===== config.mk =====
export PLATFORM = sky130hd
export DESIGN_NAME = mm_controller_flat
export DESIGN_NICKNAME = d
export VERILOG_FILES = /design/src/source/mm_pkg.sv /design/src/source/tile_if.sv /design/src/source/mm_controller.sv /design/src/flat_wrapper.sv
export VERILOG_INCLUDE_DIRS = /design/src /design/src/include
export SDC_FILE = /design/constraint.sdc
export NUM_CORES = 1
export LEC_CHECK = 0
export BUFFER_PORTS_ARGS = -buffer_cell sky130_fd_sc_hd__buf_2
export CAP_MARGIN = 20
export CORE_MARGIN = 1.5
export CORE_UTILIZATION = 48
export DETAILED_ROUTE_END_ITERATION = 8
export GPL_ROUTABILITY_DRIVEN = 0
export HOLD_SLACK_MARGIN = 0.12
export PLACE_DENSITY_LB_ADDON = 0.08
export SETUP_SLACK_MARGIN = 0.5
export SLEW_MARGIN = 10
export SYNTH_ARGS = -nofsm -noshare
export SYNTH_HDL_FRONTEND = slang
export SYNTH_SLANG_ARGS = --single-unit
export TNS_END_PERCENT = 30

===== constraint.sdc =====
create_clock -name clk -period 1.3 [get_ports clk]
set_input_delay 0.195 -clock clk [delete_from_list [all_inputs] [get_ports clk]]
set_output_delay 0.195 -clock clk [all_outputs]
set_load 0.005 [all_outputs]

===== src/include/mm_cfg.svh =====
// Sizes for the 2x2 block matrix engine
// Operand RAMs hold I and W as 2x2 blocks of Q8.8 elements, one block per word
// Both matrices must have the same number of block rows (one MM_WORDS for both RAMs)
`ifndef MM_CFG_SVH
`define MM_CFG_SVH

`define MM_WIDTH    16  // Element width in bits
`define MM_FRAC     8   // Fraction bits of Q8.8
`define MM_BLOCK    2   // Block edge
`define MM_INNER    4   // Shared inner dimension
`define MM_I_OUTER  6   // Rows of I
`define MM_W_OUTER  6   // Rows of W

// Block counts
`define MM_KBLK     (`MM_INNER / `MM_BLOCK)
`define MM_IBLK     (`MM_I_OUTER / `MM_BLOCK)
`define MM_WBLK     (`MM_W_OUTER / `MM_BLOCK)

// RAM geometry
`define MM_WORDS    (`MM_IBLK * `MM_KBLK)
`define MM_AW       3
`define MM_WORD_W   (`MM_WIDTH * `MM_BLOCK * `MM_BLOCK)
`define MM_BE_W     (`MM_WORD_W / 8)

`endif


===== src/source/mm_pkg.sv =====
// Shared types of the block engine
// acc_t is 32 bits, so a sum that holds -32768 * -32768 more than once wraps
`include "mm_cfg.svh"

package mm_pkg;

    typedef logic signed [`MM_WIDTH-1:0] elem_t;       // Q8.8
    typedef logic signed [2*`MM_WIDTH-1:0] acc_t;      // Q16.16 sums

    // One RAM word, seen as elements or as write lanes
    typedef union packed {
        elem_t [`MM_BLOCK*`MM_BLOCK-1:0] elem;         // elem[0] is r0c0, row-major
        logic [`MM_BE_W-1:0][7:0] bytes;
    } block_word_t;

    localparam acc_t SAT_MAX = (acc_t'(1) <<< (`MM_WIDTH - 1)) - acc_t'(1);
    localparam acc_t SAT_MIN = -(acc_t'(1) <<< (`MM_WIDTH - 1));

    // Q16.16 back to Q8.8 with clamp
    function automatic elem_t scale_sat(acc_t acc);
        acc_t shifted;
        shifted = acc >>> `MM_FRAC;                     // Arithmetic, rounds toward -inf
        if (shifted > SAT_MAX) return elem_t'(SAT_MAX);
        if (shifted < SAT_MIN) return elem_t'(SAT_MIN);
        return elem_t'(shifted);
    endfunction

endpackage


===== src/source/tile_if.sv =====
// One operand block pair per cycle from the sequencer to the MAC
// Flags are driven by the controller, block words come straight from the RAMs
interface tile_if;
    import mm_pkg::*;

    logic        valid;     // Pair present this cycle
    logic        first;     // k == 0, accumulator loads
    logic        last;      // Final k of the output block
    logic        job_end;   // Final pair of the whole job
    block_word_t a_blk;     // Block of I
    block_word_t w_blk;     // Block of W

    // Sequencer side
    modport ctrl (
        output valid, first, last, job_end
    );

    // MAC side
    modport mac (
        input valid, first, last, job_end, a_blk, w_blk
    );

endinterface


===== src/source/mm_controller.sv =====
// Job sequencer, walks output blocks (i,j) row-major and k inside each
// Issues one read pair per cycle after start, 18 pairs back to back
// start is dropped while busy, busy drops on the edge that sees done
`include "mm_cfg.svh"

module mm_controller (
    input  logic                clk,
    input  logic                rst_n,
    input  logic                start,
    input  logic                done,
    output logic                rd_en,
    output logic [`MM_AW-1:0]   in_rd_addr,
    output logic [`MM_AW-1:0]   wb_rd_addr,
    tile_if.ctrl                tile,
    output logic                busy
);
    localparam int AW = `MM_AW;
    localparam logic [AW-1:0] KBLK = AW'(`MM_KBLK);
    localparam logic [AW-1:0] IBLK = AW'(`MM_IBLK);
    localparam logic [AW-1:0] WBLK = AW'(`MM_WBLK);

    logic          active;      // Issue phase
    logic [AW-1:0] k_cnt;       // Inner block
    logic [AW-1:0] col_cnt;     // Output block column, W block row
    logic [AW-1:0] row_cnt;     // Output block row, I block row
    logic          k_wrap;
    logic          col_wrap;
    logic          job_last;

    // Flags of the pair issued last edge
    logic iss_first;
    logic iss_last;
    logic iss_end;

    assign k_wrap   = (k_cnt == KBLK - 1'b1);
    assign col_wrap = (col_cnt == WBLK - 1'b1);
    assign job_last = k_wrap && col_wrap && (row_cnt == IBLK - 1'b1);

    always_ff @(posedge clk) begin
        if (!rst_n) begin
            busy       <= 1'b0;
            active     <= 1'b0;
            rd_en      <= 1'b0;
            tile.valid <= 1'b0;
            k_cnt      <= '0;
            col_cnt    <= '0;
            row_cnt    <= '0;
        end else begin
            if (start && !busy) begin
                busy   <= 1'b1;
                active <= 1'b1;     // First issue on the next edge
            end else if (done && !active) begin
                busy   <= 1'b0;
            end
            rd_en      <= active;
            tile.valid <= rd_en;    // Lines up with RAM data
            if (active) begin
                if (k_wrap) begin
                    k_cnt <= '0;
                    if (col_wrap) begin
                        col_cnt <= '0;
                        row_cnt <= job_last ? '0 : row_cnt + 1'b1;
                    end else begin
                        col_cnt <= col_cnt + 1'b1;
                    end
                end else begin
                    k_cnt <= k_cnt + 1'b1;
                end
                if (job_last) active <= 1'b0;  // Counters back at zero for the next job
            end
        end
    end

    // Addresses and tags, qualified by rd_en and valid
    always_ff @(posedge clk) begin
        if (active) begin
            in_rd_addr <= k_cnt + row_cnt * KBLK;
            wb_rd_addr <= k_cnt + col_cnt * KBLK;
            iss_first  <= (k_cnt == '0);
            iss_last   <= k_wrap;
            iss_end    <= job_last;
        end
        tile.first   <= iss_first;
        tile.last    <= iss_last;
        tile.job_end <= iss_end;
    end

endmodule


===== src/flat_wrapper.sv =====
// flat-port wrapper written by rule: the top's interface ports become plain ports
module mm_controller_flat 
  (clk, rst_n, start, done, rd_en, in_rd_addr, wb_rd_addr, busy, tile_valid, tile_first, tile_last, tile_job_end);
  tile_if tile_i ();
  input  logic clk;
  input  logic rst_n;
  input  logic start;
  input  logic done;
  output logic rd_en;
  output logic [`MM_AW-1:0] in_rd_addr;
  output logic [`MM_AW-1:0] wb_rd_addr;
  output logic busy;
  output wire logic [$bits(tile_i.valid)-1:0] tile_valid;
  output wire logic [$bits(tile_i.first)-1:0] tile_first;
  output wire logic [$bits(tile_i.last)-1:0] tile_last;
  output wire logic [$bits(tile_i.job_end)-1:0] tile_job_end;
  assign tile_valid = tile_i.valid;
  assign tile_first = tile_i.first;
  assign tile_last = tile_i.last;
  assign tile_job_end = tile_i.job_end;
  mm_controller u_core (.clk(clk), .rst_n(rst_n), .start(start), .done(done), .rd_en(rd_en), .in_rd_addr(in_rd_addr), .wb_rd_addr(wb_rd_addr), .tile(tile_i), .busy(busy));
endmodule

==> metrics <==
Tcrit/Tclk final 98.0%; Clk pin slew, worst setup/hold paths ~140 ps; Logic pwr share 11.7%; Seq. cell area 586 sq um; final wirelength approximately 2200 microns; core footprint slightly below 0.002 sq mm; Final Hold Vio Count 0; top sig layer met4; slowest CP cell or3b_4; Setup crit end kind register; average wire per cell in the routed design 14.6 microns; vias per cell 5.20; # port buffers 15; placed instance area 0.00111 sq mm; syn avg cell area 11.6 sq um; part of the Yosys area used for sequential elements 55.5%; fmax ~0.8 GHz; Reg2Reg Launch Point u_core.col_cnt[2]; area grow syn2layout 49.4%; syn nets 95; critical path launch point type register; DPL Wire Length 1170 microns; Seq cells post-synth 24; met3 wire length 82 microns; DR iter-0 viols 27; outcome finished clean; M1 WL between 900 and 1000 microns; CTS tree yes; initial core utilization 51.5%; Mapped Area 0.00101 sq mm; min-delay worst type input port to register; Multi-input gate area 554 sq um; Slew Limit Fails 0; ys flop type dfxtp_1; Worst-Margin Slew 309 ps; CP peak stage delay 420 ps; RSZ-0062 raised after global routing true; clock power share between 20% and 30%; Final min period 1270 ps; Routed Antenna Nets 0; Fill cells ~130; Reg power frac 60.4%; share of async-settable or async-resettable flops after synthesis 0%; Longest Clk Path Bufs 2; clock sink total 24; Critical Path AT about 1500 ps; htree depth 1; Setup TNS Final 0 ps; total CTS buffers 3; worst path cell trace or3b_4 > o311ai_4 > o31ai_2; CTS root buf clkbuf_4; proportion of layout cells with a drive suffix above 1 57.3%; fin worst setup slack 25.5 ps; Total Nets Final 133; crit-path max FO 3; Setup Skew 5.46 ps; Vias 785; routed wl met2 1100 microns; DR pass1 iterations 4; Post-Syn Instances 87; Power Density 935 mW/mm^2; largest net degree at the start of global routing 14; leading cell type in the layout, fill and taps excluded buf_2; # diodes 0; most frequent cells in the layout buf_2, buf_4, nand2_1; MaxCap Viol Count 0; worst slack, placed 19.0 ps; Post-synth EDFFs 8; P_sw about 0.34 mW; switch share 23.8%; DRC viols 0; Die Height 48.9 microns; Peak VDD IR approximately 640 uV; # IOs 16; GR Overflow Total 0; Clk Latency, worst-skew pair 310 ps; antenna violations before repair 0; Die Span X 48.9 microns; final instance area 0.00151 sq mm; P_int 1.08 mW; Leak 0.561 nW; die area 0.00239 sq mm; HP Start start; final setup vio count 0; All-Layer GR Usage 18.6%; first-pass GRT wire length 3490 microns; crit path launch u_core.col_cnt[2]; Worst EP required 1500 ps; Slew HR a little under 80%; Synth cell types 34; vias in the first global route between 700 and 800; WS Path Type register to register; number of synthesis warnings 0; num rows 16
[registers in the layout (all words and copies together), names as in the netlist]
name,flops
u_core.active,1
u_core.iss_first,1
u_core.busy,1
u_core.tile.first,1
u_core.iss_last,1
u_core.rd_en,1
u_core.tile.last,1
u_core.iss_end,1
u_core.k_cnt,3
u_core.col_cnt,3
u_core.wb_rd_addr,3
u_core.tile.valid,1
u_core.in_rd_addr,2
u_core.tile.job_end,1
u_core.row_cnt,3
[synth_stat cells, drive strengths merged, types with 2 or more instances]
cell | count | area [sq um]
nor2 | 4 | 15.0
nand4bb | 2 | 43.8
nand3 | 2 | 10.0
dfxtp | 16 | 320
nor3b | 2 | 15.0
nand2 | 9 | 33.8
nand3b | 2 | 15.0
buf | 5 | 40.0
edfxtp | 8 | 240
o21ai | 3 | 15.0
inv | 3 | 11.3
or3 | 2 | 12.5
xnor2 | 5 | 43.8
a21oi | 4 | 20.0
ha | 4 | 50.1
[path summary, 6_finish.rpt]
check,to,slack (ps),cells past startpoint
max reg2reg,u_core.active,30,3
min,u_core.active,160,3
max,u_core.active,30,3
min reg2reg,u_core.tile.last,360,0
[power groups by stage]
stage / clock, mW / combinational (mW) / sequential [mW]
after floorplan: 0 / 0.0789 / 0.871
after global placement: 0 / 0.120 / 0.871
after detailed placement: 0 / 0.122 / 0.873
after CTS: 0.397 / 0.145 / 0.850
after global routing: 0.418 / 0.182 / 0.860
final: 0.394 / 0.164 / 0.853
[routing by layer]
metal  track usage [%]  vias up
li1                  -      385
met1              24.4      373
met2              32.6       25
met3              3.07        2
met4              3.33        0
met5                 0        -
[stage by stage]
| step | util [%] | std cells | hold slack (ps) | power, mW |
|---|---|---|---|---|
| after floorplan | - | 87 | 305 | 0.950 |
| after global placement | 56.8 | 128 | 328 | 0.991 |
| after detailed placement | 56.8 | 128 | 329 | 0.994 |
| after CTS | 70.1 | 147 | 133 | 1.39 |
| after global routing | 76.9 | 151 | 170 | 1.46 |
| final | 76.9 | 151 | 160 | 1.41 |
[area by class of cell]
type                    instances  share of cell area (%)
clock buffers                   4                    2.40
flip-flops and latches         24                    38.8
repair buffers                 38                    19.1
inverters                       3                   0.746
well taps                      27                    2.24
multi-input cells              55                    36.7
[kinds of logic after synthesis]
kind of cell,count (synthesis),share of synthesized area (%)
xor+xnor,6,5.20
compound gates,13,7.93
flops,24,55.5
mux,1,0.991
simple gates,31,20.3
buf+inv,8,5.08
fa+ha+maj,4,4.96
[critical path: cells and delay by family (launching register included)]
family	cells	cell delay, ps
and+or+nand+nor	1	420
DFF	1	380
AOI/OAI and AO/OA	2	370
[repair_timing]
item / CTS / global route
resized for setup: 29 / 20
endpoints found under the setup margin: 39 / 39
cloned: 0 / 0
endpoints found under the hold margin: 1 / 0
hold buffers: 1 / 0
pin swaps: 7 / 8
buffers inserted: 14 / 4
(Power assumes the default switching activity.)
