<file path="src/include/mm_cfg.svh">
// Sizes for the 2x2 block matrix engine
// Operand RAMs hold I and W as 2x2 blocks of Q8.8 elements, one block per word
// Both matrices must have the same number of block rows (one MM_WORDS for both RAMs)
`ifndef MM_CFG_SVH
`define MM_CFG_SVH

`define MM_WIDTH    16  // Element width in bits
`define MM_FRAC     8   // Fraction bits of Q8.8
`define MM_BLOCK    2   // Block edge
`define MM_INNER    4   // Shared inner dimension
`define MM_I_OUTER  6   // Rows of I
`define MM_W_OUTER  6   // Rows of W

// Block counts
`define MM_KBLK     (`MM_INNER / `MM_BLOCK)
`define MM_IBLK     (`MM_I_OUTER / `MM_BLOCK)
`define MM_WBLK     (`MM_W_OUTER / `MM_BLOCK)

// RAM geometry
`define MM_WORDS    (`MM_IBLK * `MM_KBLK)
`define MM_AW       3
`define MM_WORD_W   (`MM_WIDTH * `MM_BLOCK * `MM_BLOCK)
`define MM_BE_W     (`MM_WORD_W / 8)

`endif

</file>
<file path="src/source/mm_pkg.sv">
// Shared types of the block engine
// acc_t is 32 bits, so a sum that holds -32768 * -32768 more than once wraps
`include "mm_cfg.svh"

package mm_pkg;

    typedef logic signed [`MM_WIDTH-1:0] elem_t;       // Q8.8
    typedef logic signed [2*`MM_WIDTH-1:0] acc_t;      // Q16.16 sums

    // One RAM word, seen as elements or as write lanes
    typedef union packed {
        elem_t [`MM_BLOCK*`MM_BLOCK-1:0] elem;         // elem[0] is r0c0, row-major
        logic [`MM_BE_W-1:0][7:0] bytes;
    } block_word_t;

    localparam acc_t SAT_MAX = (acc_t'(1) <<< (`MM_WIDTH - 1)) - acc_t'(1);
    localparam acc_t SAT_MIN = -(acc_t'(1) <<< (`MM_WIDTH - 1));

    // Q16.16 back to Q8.8 with clamp
    function automatic elem_t scale_sat(acc_t acc);
        acc_t shifted;
        shifted = acc >>> `MM_FRAC;                     // Arithmetic, rounds toward -inf
        if (shifted > SAT_MAX) return elem_t'(SAT_MAX);
        if (shifted < SAT_MIN) return elem_t'(SAT_MIN);
        return elem_t'(shifted);
    endfunction

endpackage

</file>
<file path="src/source/block_ram.sv">
// Behavioral simple dual port RAM, one block word per address
// Byte lane write enables, 1 cycle registered read
// Addresses at or above MM_WORDS are ignored on write and read back as don't care
`include "mm_cfg.svh"

module block_ram (
    input  logic                      clk,
    input  logic                      rst_n,
    input  logic                      wr_en,
    input  logic [`MM_BE_W-1:0]       wr_be,
    input  logic [`MM_AW-1:0]         wr_addr,
    input  mm_pkg::block_word_t       wr_data,
    input  logic                      rd_en,
    input  logic [`MM_AW-1:0]         rd_addr,
    output mm_pkg::block_word_t       rd_data
);
    import mm_pkg::*;

    localparam int WORDS = `MM_WORDS;
    localparam int LANES = `MM_BE_W;

    block_word_t mem [WORDS];   // No reset, contents come from the host

    // Lane merge through the byte view
    always_ff @(posedge clk) begin
        if (wr_en && (int'(wr_addr) < WORDS)) begin
            for (int b = 0; b < LANES; b++) begin
                if (wr_be[b]) mem[wr_addr].bytes[b] <= wr_data.bytes[b];
            end
        end
    end

    // Read port, holds last word while idle
    always_ff @(posedge clk) begin
        if (!rst_n) begin
            rd_data <= '0;
        end else if (rd_en) begin
            rd_data <= mem[rd_addr];
        end
    end

endmodule

</file>
<file path="config.mk">
export PLATFORM = sky130hd
export DESIGN_NAME = block_ram
export DESIGN_NICKNAME = d
export VERILOG_FILES = /design/src/source/mm_pkg.sv /design/src/source/block_ram.sv
export VERILOG_INCLUDE_DIRS = /design/src /design/src/include
export SDC_FILE = /design/constraint.sdc
export NUM_CORES = 1
export LEC_CHECK = 0
export BUFFER_PORTS_ARGS = -buffer_cell sky130_fd_sc_hd__buf_2
export CAP_MARGIN = 20
export CORE_UTILIZATION = 59
export DETAILED_ROUTE_END_ITERATION = 8
export GPL_TIMING_DRIVEN = 0
export PLACE_DENSITY = 0.89
export SYNTH_ARGS = -nofsm -noshare
export SYNTH_HDL_FRONTEND = slang
export SYNTH_SLANG_ARGS = --single-unit
</file>
<file path="constraint.sdc">
create_clock -name clk -period 1.95 [get_ports clk]
set_input_delay 0 -clock clk [delete_from_list [all_inputs] [get_ports clk]]
set_output_delay 0 -clock clk [all_outputs]
set_load 0.01 [all_outputs]
</file>
==> impl_metrics.py, run 1 <==
metrics = {
    "route": {
        "wl_per_cell_um": 23.6,
        "drt-initial-drc-count": 894,
        "via_count": 9825,
        "drt_first_pass_iters": 5,
        "wl_um": 38400,
        "drc": 0,
        "antenna_left": 0,
        "vias_per_cell": 6.04,
    },
    "cts": {
        "post_cts_buffers": 0,
        "hold_buffers": 64,
        "clk_pin_slew_worst_paths_ns": 0.06,
        "clockRootBuffer": "clkbuf_16",
        "h-tree-depth": 2,
        "numCtsBuffers": 44,
        "insertion_delay_ns": 0.53,
        "cts_resized": 0,
        "cts_tree": "yes",
        "clockBufferDepth": 3,
        "cts.sinks": 448,
    },
    "status": {
        "outcome": "complete, no violations",
    },
    "setup_path": {
        "worstPathCellList": "buf_2 -> a21boi_4 -> nand2_4 -> nor2_1",
        "worstPathRequired_ns": 2.09,
        "crit_arrival_ns": 1.73,
        "critPathCapture": "mem[3][56]",
        "crit_start": "wr_addr[1]",
        "rr_worst_depth": 3,
        "crit_type": "in2reg",
        "r2r_start": "mem[3][52]",
        "crit_fanout": 8,
        "end_kind": "flop",
        "cp_slowest_cell": "nor2_1",
        "max_stage_delay_ns": 0.77,
        "cp-start-kind": "input port",
        "reg2reg_to": "rd_data[52]",
        "r2r_slack_ns": 0.83,
    },
    "logic_synthesis": {
        "yosys-top-cells-count": "edfxtp_1 (384), mux2i_1 (192)",
        "synth_warnings": 0,
        "yosysUniqueCellTypes": 20,
        "ys_seq_area_share_pct": 75.7,
        "synth-xor-area-share_pct": 0,
        "yosysMostFrequentCell": "edfxtp_1",
        "synthSimpleGateAreaFrac_pct": 2.03,
        "ys_seq_elements": 448,
        "synth_compound_area_share_pct": 8.15,
        "synth_area_leaders": "edfxtp_1 (68%), mux2i_1 (11%), dfxtp_1 (7.6%), a22o_1 (3.3%), a22oi_1 (2.8%)",
        "syn_inst": 959,
        "synth_top_area_share_pct": 68.1,
        "synth_area_leader_cell": "edfxtp_1",
        "syn_nets": 1041,
        "yosys_most_used_dff": "edfxtp_1",
        "synth_mux_area_share_pct": 11.4,
        "synth_top_family_by_area": "multiplexers",
        "synth_area_mm2": 0.0169,
        "synth.avg_cell_area_um2": 17.7,
        "synthArstFlopShare_pct": 0,
        "synth_edf_count": 384,
        "synth_adder_area_share_pct": 0,
    },
    "global_route": {
        "grt_pass1_wl_um": 56000,
        "grt_pass1_vias": 10000,
        "grt_overflow_total": 0,
        "antenna_found_initial": 2,
        "grt_use_total_pct": 26.1,
        "grt_max_degree": 16,
    },
    "floorplanning": {
        "io_pins": 146,
        "dieHeight_um": 171,
        "start_util_pct": 60.4,
        "dieArea_mm2": 0.0294,
        "die-width_um": 171,
        "core_mm2": 0.0280,
        "rows": 61,
    },
    "placement": {
        "gp_congestion": 0.816,
        "place_inst": 1480,
        "dpl.hpwl_um": 22800,
        "io_buffers": 143,
        "place_ws_ns": -0.133,
    },
    "timing": {
        "layout_min_cycle_time_ns": 1.59,
        "layout_setup_ws_ns": 0.360,
        "slew_violations": 0,
        "post-route-period-util_pct": 81.6,
        "setup_violations": 0,
        "relSlewSlack_pct": 34.3,
        "max_clock_freq_mhz": 629,
        "setup_tns_ns": 0,
        "skew_ns": 0.0188,
        "final-hold-violation-count": 0,
        "worstMarginPinSlew_ns": 0.982,
        "grt_setup_unrepaired": "no",
        "hold_ws_ns": 0.0285,
    },
    "run": {
        "maxCapViolations": 0,
    },
    "cells_and_area": {
        "seq_area_mm2": 0.0128,
        "finalNonFillerCells": 1626,
        "area_delta_synth_final_pct": 19.1,
        "nets": 1294,
        "fill_cells": 1665,
        "multi_input_area_mm2": 0.00365,
        "drive_above_1_share_pct": 21.1,
    },
    "hold_path": {
        "hold_class": "in2reg",
    },
    "pwr": {
        "p_per_area_mw_per_mm2": 1010,
        "ir_drop_mv": 0.811,
        "finalPower_uw": 20300,
        "p_leak_uw": 0.00768,
    },
}
## logic make-up after synthesis
group / count (synthesis)
simple gates: 67
buf+inv: 59
mux: 192
flops: 448
compound gates: 193
## report_power, final
group          switching [uW]  internal [uW]
clock                    3470           4750
combinational             769            552
sequential                101          10600
total                    4340          15900
## area by class of cell
| cell class | count | share of cell area [%] |
|---|---|---|
| repair buffers | 207 | 6.72 |
| flip-flops and latches | 448 | 63.5 |
| clock buffers | 61 | 6.18 |
| multi-input cells | 452 | 18.1 |
| well taps | 378 | 2.34 |
| diodes | 2 | 0.0248 |
| clock inverters | 19 | 0.788 |
| plain buffers | 59 | 2.34 |
## through the flow
step / util, % / instance area (um2)
6_report: 72.0 / 20200
5_1_grt: 72.0 / 20200
4_1_cts: 72.0 / 20200
3_5_place_dp: 64.7 / 18100
3_3_place_gp: 64.7 / 18100
2_1_floorplan: - / 16900
## per-layer routing
metal	share of wire, %	vias to the layer above	global-route usage (%)	routed length (um)
met2	51	569	45.9	19400
li1	-	4311	-	-
met1	38	4858	32.2	14500
met5	0	-	0	0
met4	2.5	0	8.81	971
met3	9.1	87	5.38	3490
## worst max-delay path, delay by kind of cell
family / cells / cell delay, ns
and+or+nand+nor: 2 / 0.90
buffers and inverters: 1 / 0.16
AOI/OAI and AO/OA: 1 / 0.66
## cell usage in the layout (no fill, tap or decap), drive strengths merged
master / instances
bufinv: 2
clkbuf: 77
a22oi: 64
a21oi: 64
nor2b: 2
buf: 186
a21boi: 1
or3b: 2
or3: 1
dfxtp: 64
edfxtp: 384
mux2i: 192
nand3b: 2
nor2: 50
inv: 4
dlygate4sd3: 64
diode: 2
nand2: 10
a22o: 64
clkinv: 13
## worst min-delay path by stage
stage	from	end	cells after the start
floorplan	wr_data[0]	mem[0][0]	0
global placement	wr_data[41]	mem[3][41]	1
detailed placement	wr_data[46]	mem[3][46]	1
CTS	rd_addr[1]	rd_data[57]	4
global route	wr_be[2]	mem[5][18]	3
finish	rd_addr[1]	rd_data[57]	4
## state kept, by name, indices dropped and copies added, names as in the netlist
signal and count:
mem 384, rd_data 64
Note: power is estimated with default switching activity, not from simulation.
==> inputs of run 2 (changes only) <==
- ABC_AREA: not set -> 1
- CORE_UTILIZATION: 59 -> 60
- PLACE_DENSITY: 0.89 -> 0.9
- clock period: 1.95 -> 1.65 ns (I/O delays scaled with it)
==> impl_metrics.py, run 2 <==
metrics = {
    "status": {
        "outcome": "complete, no violations",
    },
    "logic_synthesis": {
        "synth_warnings": 0,
        "yosys-top-cells-count": "nand2_1 (584), edfxtp_1 (384), inv_1 (259)",
        "yosysUniqueCellTypes": 13,
        "synth_area_leaders": "edfxtp_1 (63%), nand2_1 (12%), dfxtp_1 (7.0%), inv_1 (5.3%), nand3_1 (3.7%)",
        "ys_seq_elements": 448,
        "synth_top_area_share_pct": 63.3,
        "synth_area_mm2": 0.0182,
        "yosys_most_used_dff": "edfxtp_1",
        "synth_area_leader_cell": "edfxtp_1",
        "syn_inst": 1758,
        "synthArstFlopShare_pct": 0,
        "synth.avg_cell_area_um2": 10.4,
        "syn_nets": 1840,
        "yosysMostFrequentCell": "nand2_1",
        "synth_edf_count": 384,
        "ys_seq_area_share_pct": 70.4,
    },
    "cts": {
        "clockBufferDepth": 3,
        "post_cts_buffers": 0,
        "clk_pin_slew_worst_paths_ns": 0.06,
        "numCtsBuffers": 43,
        "h-tree-depth": 2,
        "cts_tree": "yes",
        "cts.sinks": 448,
        "insertion_delay_ns": 0.53,
        "clockRootBuffer": "clkbuf_16",
    },
    "placement": {
        "io_buffers": 143,
        "dpl.hpwl_um": 29500,
        "dpl_cell_area_mm2": 0.0194,
        "gp_congestion": 0.862,
        "place_ws_ns": -0.630,
    },
    "setup_path": {
        "cp_slowest_cell": "nor2_1",
        "cp.depth": 4,
        "r2r_start": "mem[1][58]",
        "path_delay_family": "simple AND/OR/NAND/NOR gates",
        "cp_num_buf_inv": 2,
        "crit_start": "wr_addr[1]",
        "crit_type": "in2reg",
        "r2r_slack_ns": 0.19,
        "worstPathRequired_ns": 1.80,
        "max_stage_delay_ns": 0.89,
        "crit_arrival_ns": 1.77,
        "worstPathCellList": "buf_2 -> inv_1 -> nand3_1 -> nor2_1",
        "end_kind": "flop",
        "rr_worst_depth": 7,
        "reg2reg_to": "rd_data[58]",
        "cp-start-kind": "input port",
        "critPathCapture": "mem[4][55]",
        "crit_fanout": 8,
    },
    "floorplanning": {
        "die-width_um": 176,
        "dieArea_mm2": 0.0310,
        "start_util_pct": 61.3,
        "rows": 63,
        "dieHeight_um": 176,
        "io_pins": 146,
        "core_mm2": 0.0297,
    },
    "pwr": {
        "combinationalPowerShare_pct": 7.4,
        "ir_drop_mv": 1.03,
        "seqPwrFrac_pct": 52.3,
        "p_leak_uw": 0.00936,
        "finalPower_uw": 24300,
        "net-switching-power_uw": 5500,
        "p_per_area_mw_per_mm2": 1130,
        "power.share.clock_pct": 40.3,
        "swShare_pct": 22.7,
        "p_int_uw": 18800,
    },
    "cells_and_area": {
        "finalInstanceArea_mm2": 0.0215,
        "area_delta_synth_final_pct": 18.2,
        "drive_above_1_share_pct": 13.5,
        "largest_reg_flops": 384,
        "final_common_cell": "nand2_1",
        "fin_util_pct": 72.4,
        "final_cell_mix": "nand2_1 (584), edfxtp_1 (384), inv_1 (259)",
        "nets": 2095,
    },
    "route": {
        "wl_per_cell_um": 19.9,
        "vias_per_cell": 5.72,
        "wl_um": 48500,
        "drt-initial-drc-count": 1866,
        "via_count": 14000,
        "drc": 0,
        "drt_first_pass_iters": 8,
        "antenna_left": 0,
    },
    "timing": {
        "slew_violations": 0,
        "relSlewSlack_pct": 34.4,
        "post-route-period-util_pct": 97.8,
        "final-hold-violation-count": 0,
        "grt_setup_unrepaired": "no",
        "max_clock_freq_mhz": 620,
        "worstMarginPinSlew_ns": 0.984,
        "setup_violations": 0,
        "layout_min_cycle_time_ns": 1.61,
        "layout_setup_ws_ns": 0.0363,
        "skew_ns": 0.0132,
    },
    "global_route": {
        "grt_pass1_wl_um": 73500,
        "grt_pass1_vias": 14000,
        "antenna_found_initial": 2,
        "grt_overflow_total": 0,
        "grt_use_total_pct": 31.5,
        "grt_max_degree": 16,
    },
    "hold_path": {
        "hold_class": "in2reg",
    },
    "run": {
        "maxCapViolations": 0,
    },
}
-- run 2: cells by family after synthesis --
group | after synthesis | synth area share (%)
AND/OR/NAND/NOR | 766 | 16.7
flip-flops | 448 | 70.4
buffers and inverters | 351 | 7.57
AO/OA/AOI/OAI | 193 | 5.34
-- run 2: per-layer routing --
| metal | vias to the layer above | share of wire (%) | global-route usage (%) |
|---|---|---|---|
| met2 | 1072 | 49 | 53.7 |
| met1 | 6424 | 34 | 38.6 |
| met3 | 240 | 11 | 5.32 |
| met5 | - | 0.023 | 0 |
| met4 | 2 | 5.1 | 16.3 |
| li1 | 6219 | - | - |
-- run 2: timing repair --
item	4_1_cts	5_1_grt
endpoints found under the setup margin	92	386
endpoints found under the hold margin	392	0
hold buffers	67	0
gates resized for setup	8	12
-- run 2: worst min path at each step --
| stage | to | slack (ns) | startpoint | depth (start not counted) |
|---|---|---|---|---|
| detailed placement | mem[1][58] | 0.24 | wr_data[58] | 1 |
| floorplan | mem[0][0] | 0.1 | wr_data[0] | 0 |
| CTS | rd_data[63] | 0.04 | rd_addr[1] | 6 |
| global placement | mem[5][7] | 0.24 | wr_data[7] | 1 |
| finish | rd_data[63] | 0.06 | rd_addr[1] | 6 |
| global route | rd_data[63] | 0.06 | rd_addr[1] | 6 |
-- run 2: power by group through the flow --
stage               logic, uW  registers (uW)  clock network (uW)
global placement         1490           12900                   0
global route             1940           12700               10100
CTS                      1730           12700                9670
finish                   1810           12700                9770
floorplan                 814           12900                   0
detailed placement       1570           12900                   0
-- run 2: worst register-to-register path: stages, from the launching register on --
cell and delay (ns):
edfxtp_1 0.38, inv_1 0.06, nand2_1 0.06, nand3_1 0.13, nand2_1 0.06, nand2_1 0.05
a21oi_1 0.06, dlygate4sd3_1 0.55
-- run 2: area by class of cell --
type                            instances  area, um2
Tap cell                              390        488
Inverter                              263        987
Clock buffer                           65       1260
Timing Repair Buffer                  210       1390
Buffer                                 88        394
Multi-Input combinational cell        959       4060
Sequential cell                       448      12800
Clock inverter                         14        128
Fill cell                            1823       8190
Antenna cell                            1       2.50
-- run 2: stage by stage --
stage,TNS (ns),std cells,hold WS (ns)
after floorplan,0,1758,0.0989
after global placement,-201.16,2291,0.236
after detailed placement,-190.00,2291,0.244
after CTS,-2.71,2437,0.0394
after global routing,0,2438,0.0613
final,0,2438,0.0602
==> inputs of run 3 (changes only) <==
- RECOVER_POWER: not set -> 50
==> impl_metrics.py, run 3 (synthesis results as in run 2) <==
metrics = {
    "cells_and_area": {
        "drive_above_1_share_pct": 7.28,
        "final_cell_mix": "nand2_1 (584), edfxtp_1 (384), inv_1 (259)",
        "final_common_cell": "nand2_1",
        "area_delta_synth_final_pct": 17.3,
        "largest_reg_flops": 384,
        "finalInstanceArea_mm2": 0.0214,
        "nets": 2095,
    },
    "cts": {
        "clockBufferDepth": 3,
        "numCtsBuffers": 43,
        "post_cts_buffers": 0,
        "h-tree-depth": 2,
        "cts.sinks": 448,
        "clk_pin_slew_worst_paths_ns": 0.06,
        "clockRootBuffer": "clkbuf_16",
        "insertion_delay_ns": 0.54,
        "cts_tree": "yes",
    },
    "timing": {
        "worstMarginPinSlew_ns": 0.918,
        "grt_setup_unrepaired": "no",
        "final-hold-violation-count": 0,
        "slew_violations": 0,
        "layout_min_cycle_time_ns": 1.67,
        "relSlewSlack_pct": 38.8,
        "layout_setup_ws_ns": -0.0244,
        "setup_violations": 8,
        "skew_ns": 0.0139,
        "max_clock_freq_mhz": 597,
        "post-route-period-util_pct": 101,
    },
    "global_route": {
        "antenna_found_initial": 2,
        "grt_use_total_pct": 31.5,
        "grt_pass1_wl_um": 73500,
        "grt_overflow_total": 0,
        "grt_pass1_vias": 14000,
        "grt_max_degree": 16,
    },
    "route": {
        "met2_wirelength_um": 23900,
        "drt-met1-wl_um": 16600,
        "antenna_left": 0,
        "drc": 0,
        "highest_layer": "met5",
        "met3_length_um": 5600,
        "vias_per_cell": 5.74,
        "wl_um": 48500,
        "drt-initial-drc-count": 1883,
        "via_count": 14000,
        "drt_first_pass_iters": 8,
        "wl_per_cell_um": 19.9,
    },
    "setup_path": {
        "max_stage_delay_ns": 0.93,
        "end_kind": "flop",
        "cp-start-kind": "input port",
        "worstPathRequired_ns": 1.80,
        "worstPathCellList": "buf_2 -> inv_1 -> nand3_1 -> nor2_1",
        "crit_fanout": 8,
        "crit_type": "in2reg",
        "crit_arrival_ns": 1.83,
        "cp_slowest_cell": "nor2_1",
    },
    "status": {
        "outcome": "finished with violations",
        "violations": "setup timing",
    },
    "pwr": {
        "p_leak_uw": 0.00895,
        "seqPwrFrac_pct": 52.4,
        "p_int_uw": 18700,
        "swShare_pct": 22.7,
        "power.share.clock_pct": 40.3,
        "combinationalPowerShare_pct": 7.3,
        "p_per_area_mw_per_mm2": 1130,
        "ir_drop_mv": 1.03,
        "net-switching-power_uw": 5490,
    },
    "floorplanning": {
        "rows": 63,
        "start_util_pct": 61.3,
        "die-width_um": 176,
        "dieArea_mm2": 0.0310,
        "dieHeight_um": 176,
        "io_pins": 146,
        "core_mm2": 0.0297,
    },
    "placement": {
        "dpl_cell_area_mm2": 0.0194,
        "dpl.hpwl_um": 29500,
        "gp_congestion": 0.862,
        "io_buffers": 143,
        "place_ws_ns": -0.630,
    },
    "run": {
        "maxCapViolations": 0,
    },
    "hold_path": {
        "hold_class": "in2reg",
    },
}
-- run 3: cell count changes in the layout (fill, tap and decap cells not counted) --
cell      delta
buf_2      -127
clkbuf_1   +127
-- run 3: metrics by stage --
stage	TNS [ns]	hold slack (ns)	total power (uW)	utilization, %	instances
floorplan	0	0.0989	13800	-	1758
global placement	-201.16	0.236	14400	65.3	2291
detailed placement	-190.00	0.244	14500	65.3	2291
CTS	-2.71	0.0394	24100	72.3	2437
global route	0	0.0613	24700	71.9	2438
finish	-0.148	0.0580	24200	71.9	2438
-- run 3: power groups by stage --
stage          Sequential [uW]  Combinational, uW  Clock (uW)
2_1_floorplan            12900                814           0
3_3_place_gp             12900               1490           0
3_5_place_dp             12900               1570           0
4_1_cts                  12700               1730        9670
5_1_grt                  12700               1890       10100
6_report                 12700               1760        9760
-- run 3: routing by layer --
layer  up-vias  track usage [%]
li1       6221                -
met3       236             5.32
met4         2             16.3
met5         -                0
met1      6456             38.6
met2      1084             53.7
-- run 3: critical path, delay by kind of cell --
family	cells	cell delay (ns)
and+or+nand+nor	2	1.55
buffers and inverters	2	0.27
-- run 3: worst paths after layout --
path                            cells after the start  slack (ns)     endpoint   startpoint
worst max-delay path                                4       -0.02   mem[4][55]   wr_addr[1]
worst min-delay path                                6        0.06  rd_data[63]   rd_addr[1]
worst max register to register                      7        0.21  rd_data[58]   mem[1][58]
worst min register to register                      2        0.53  rd_data[37]  rd_data[37]
-- run 3: what timing repair did --
action | CTS | global route
hold buffers | 67 | 0
endpoints found under the hold margin | 392 | 0
cloned | 0 | 0
setup endpoints to repair | 92 | 386
gates resized for setup | 8 | 12
-- run 3: cell type report --
type	count	area, um2
Antenna cell	1	2.50
Buffer	88	394
Clock buffer	65	1260
Clock inverter	14	128
Fill cell	1889	8350
Inverter	263	987
Multi-Input combinational cell	959	4060
Sequential cell	448	12800
Tap cell	390	488
Timing Repair Buffer	210	1230
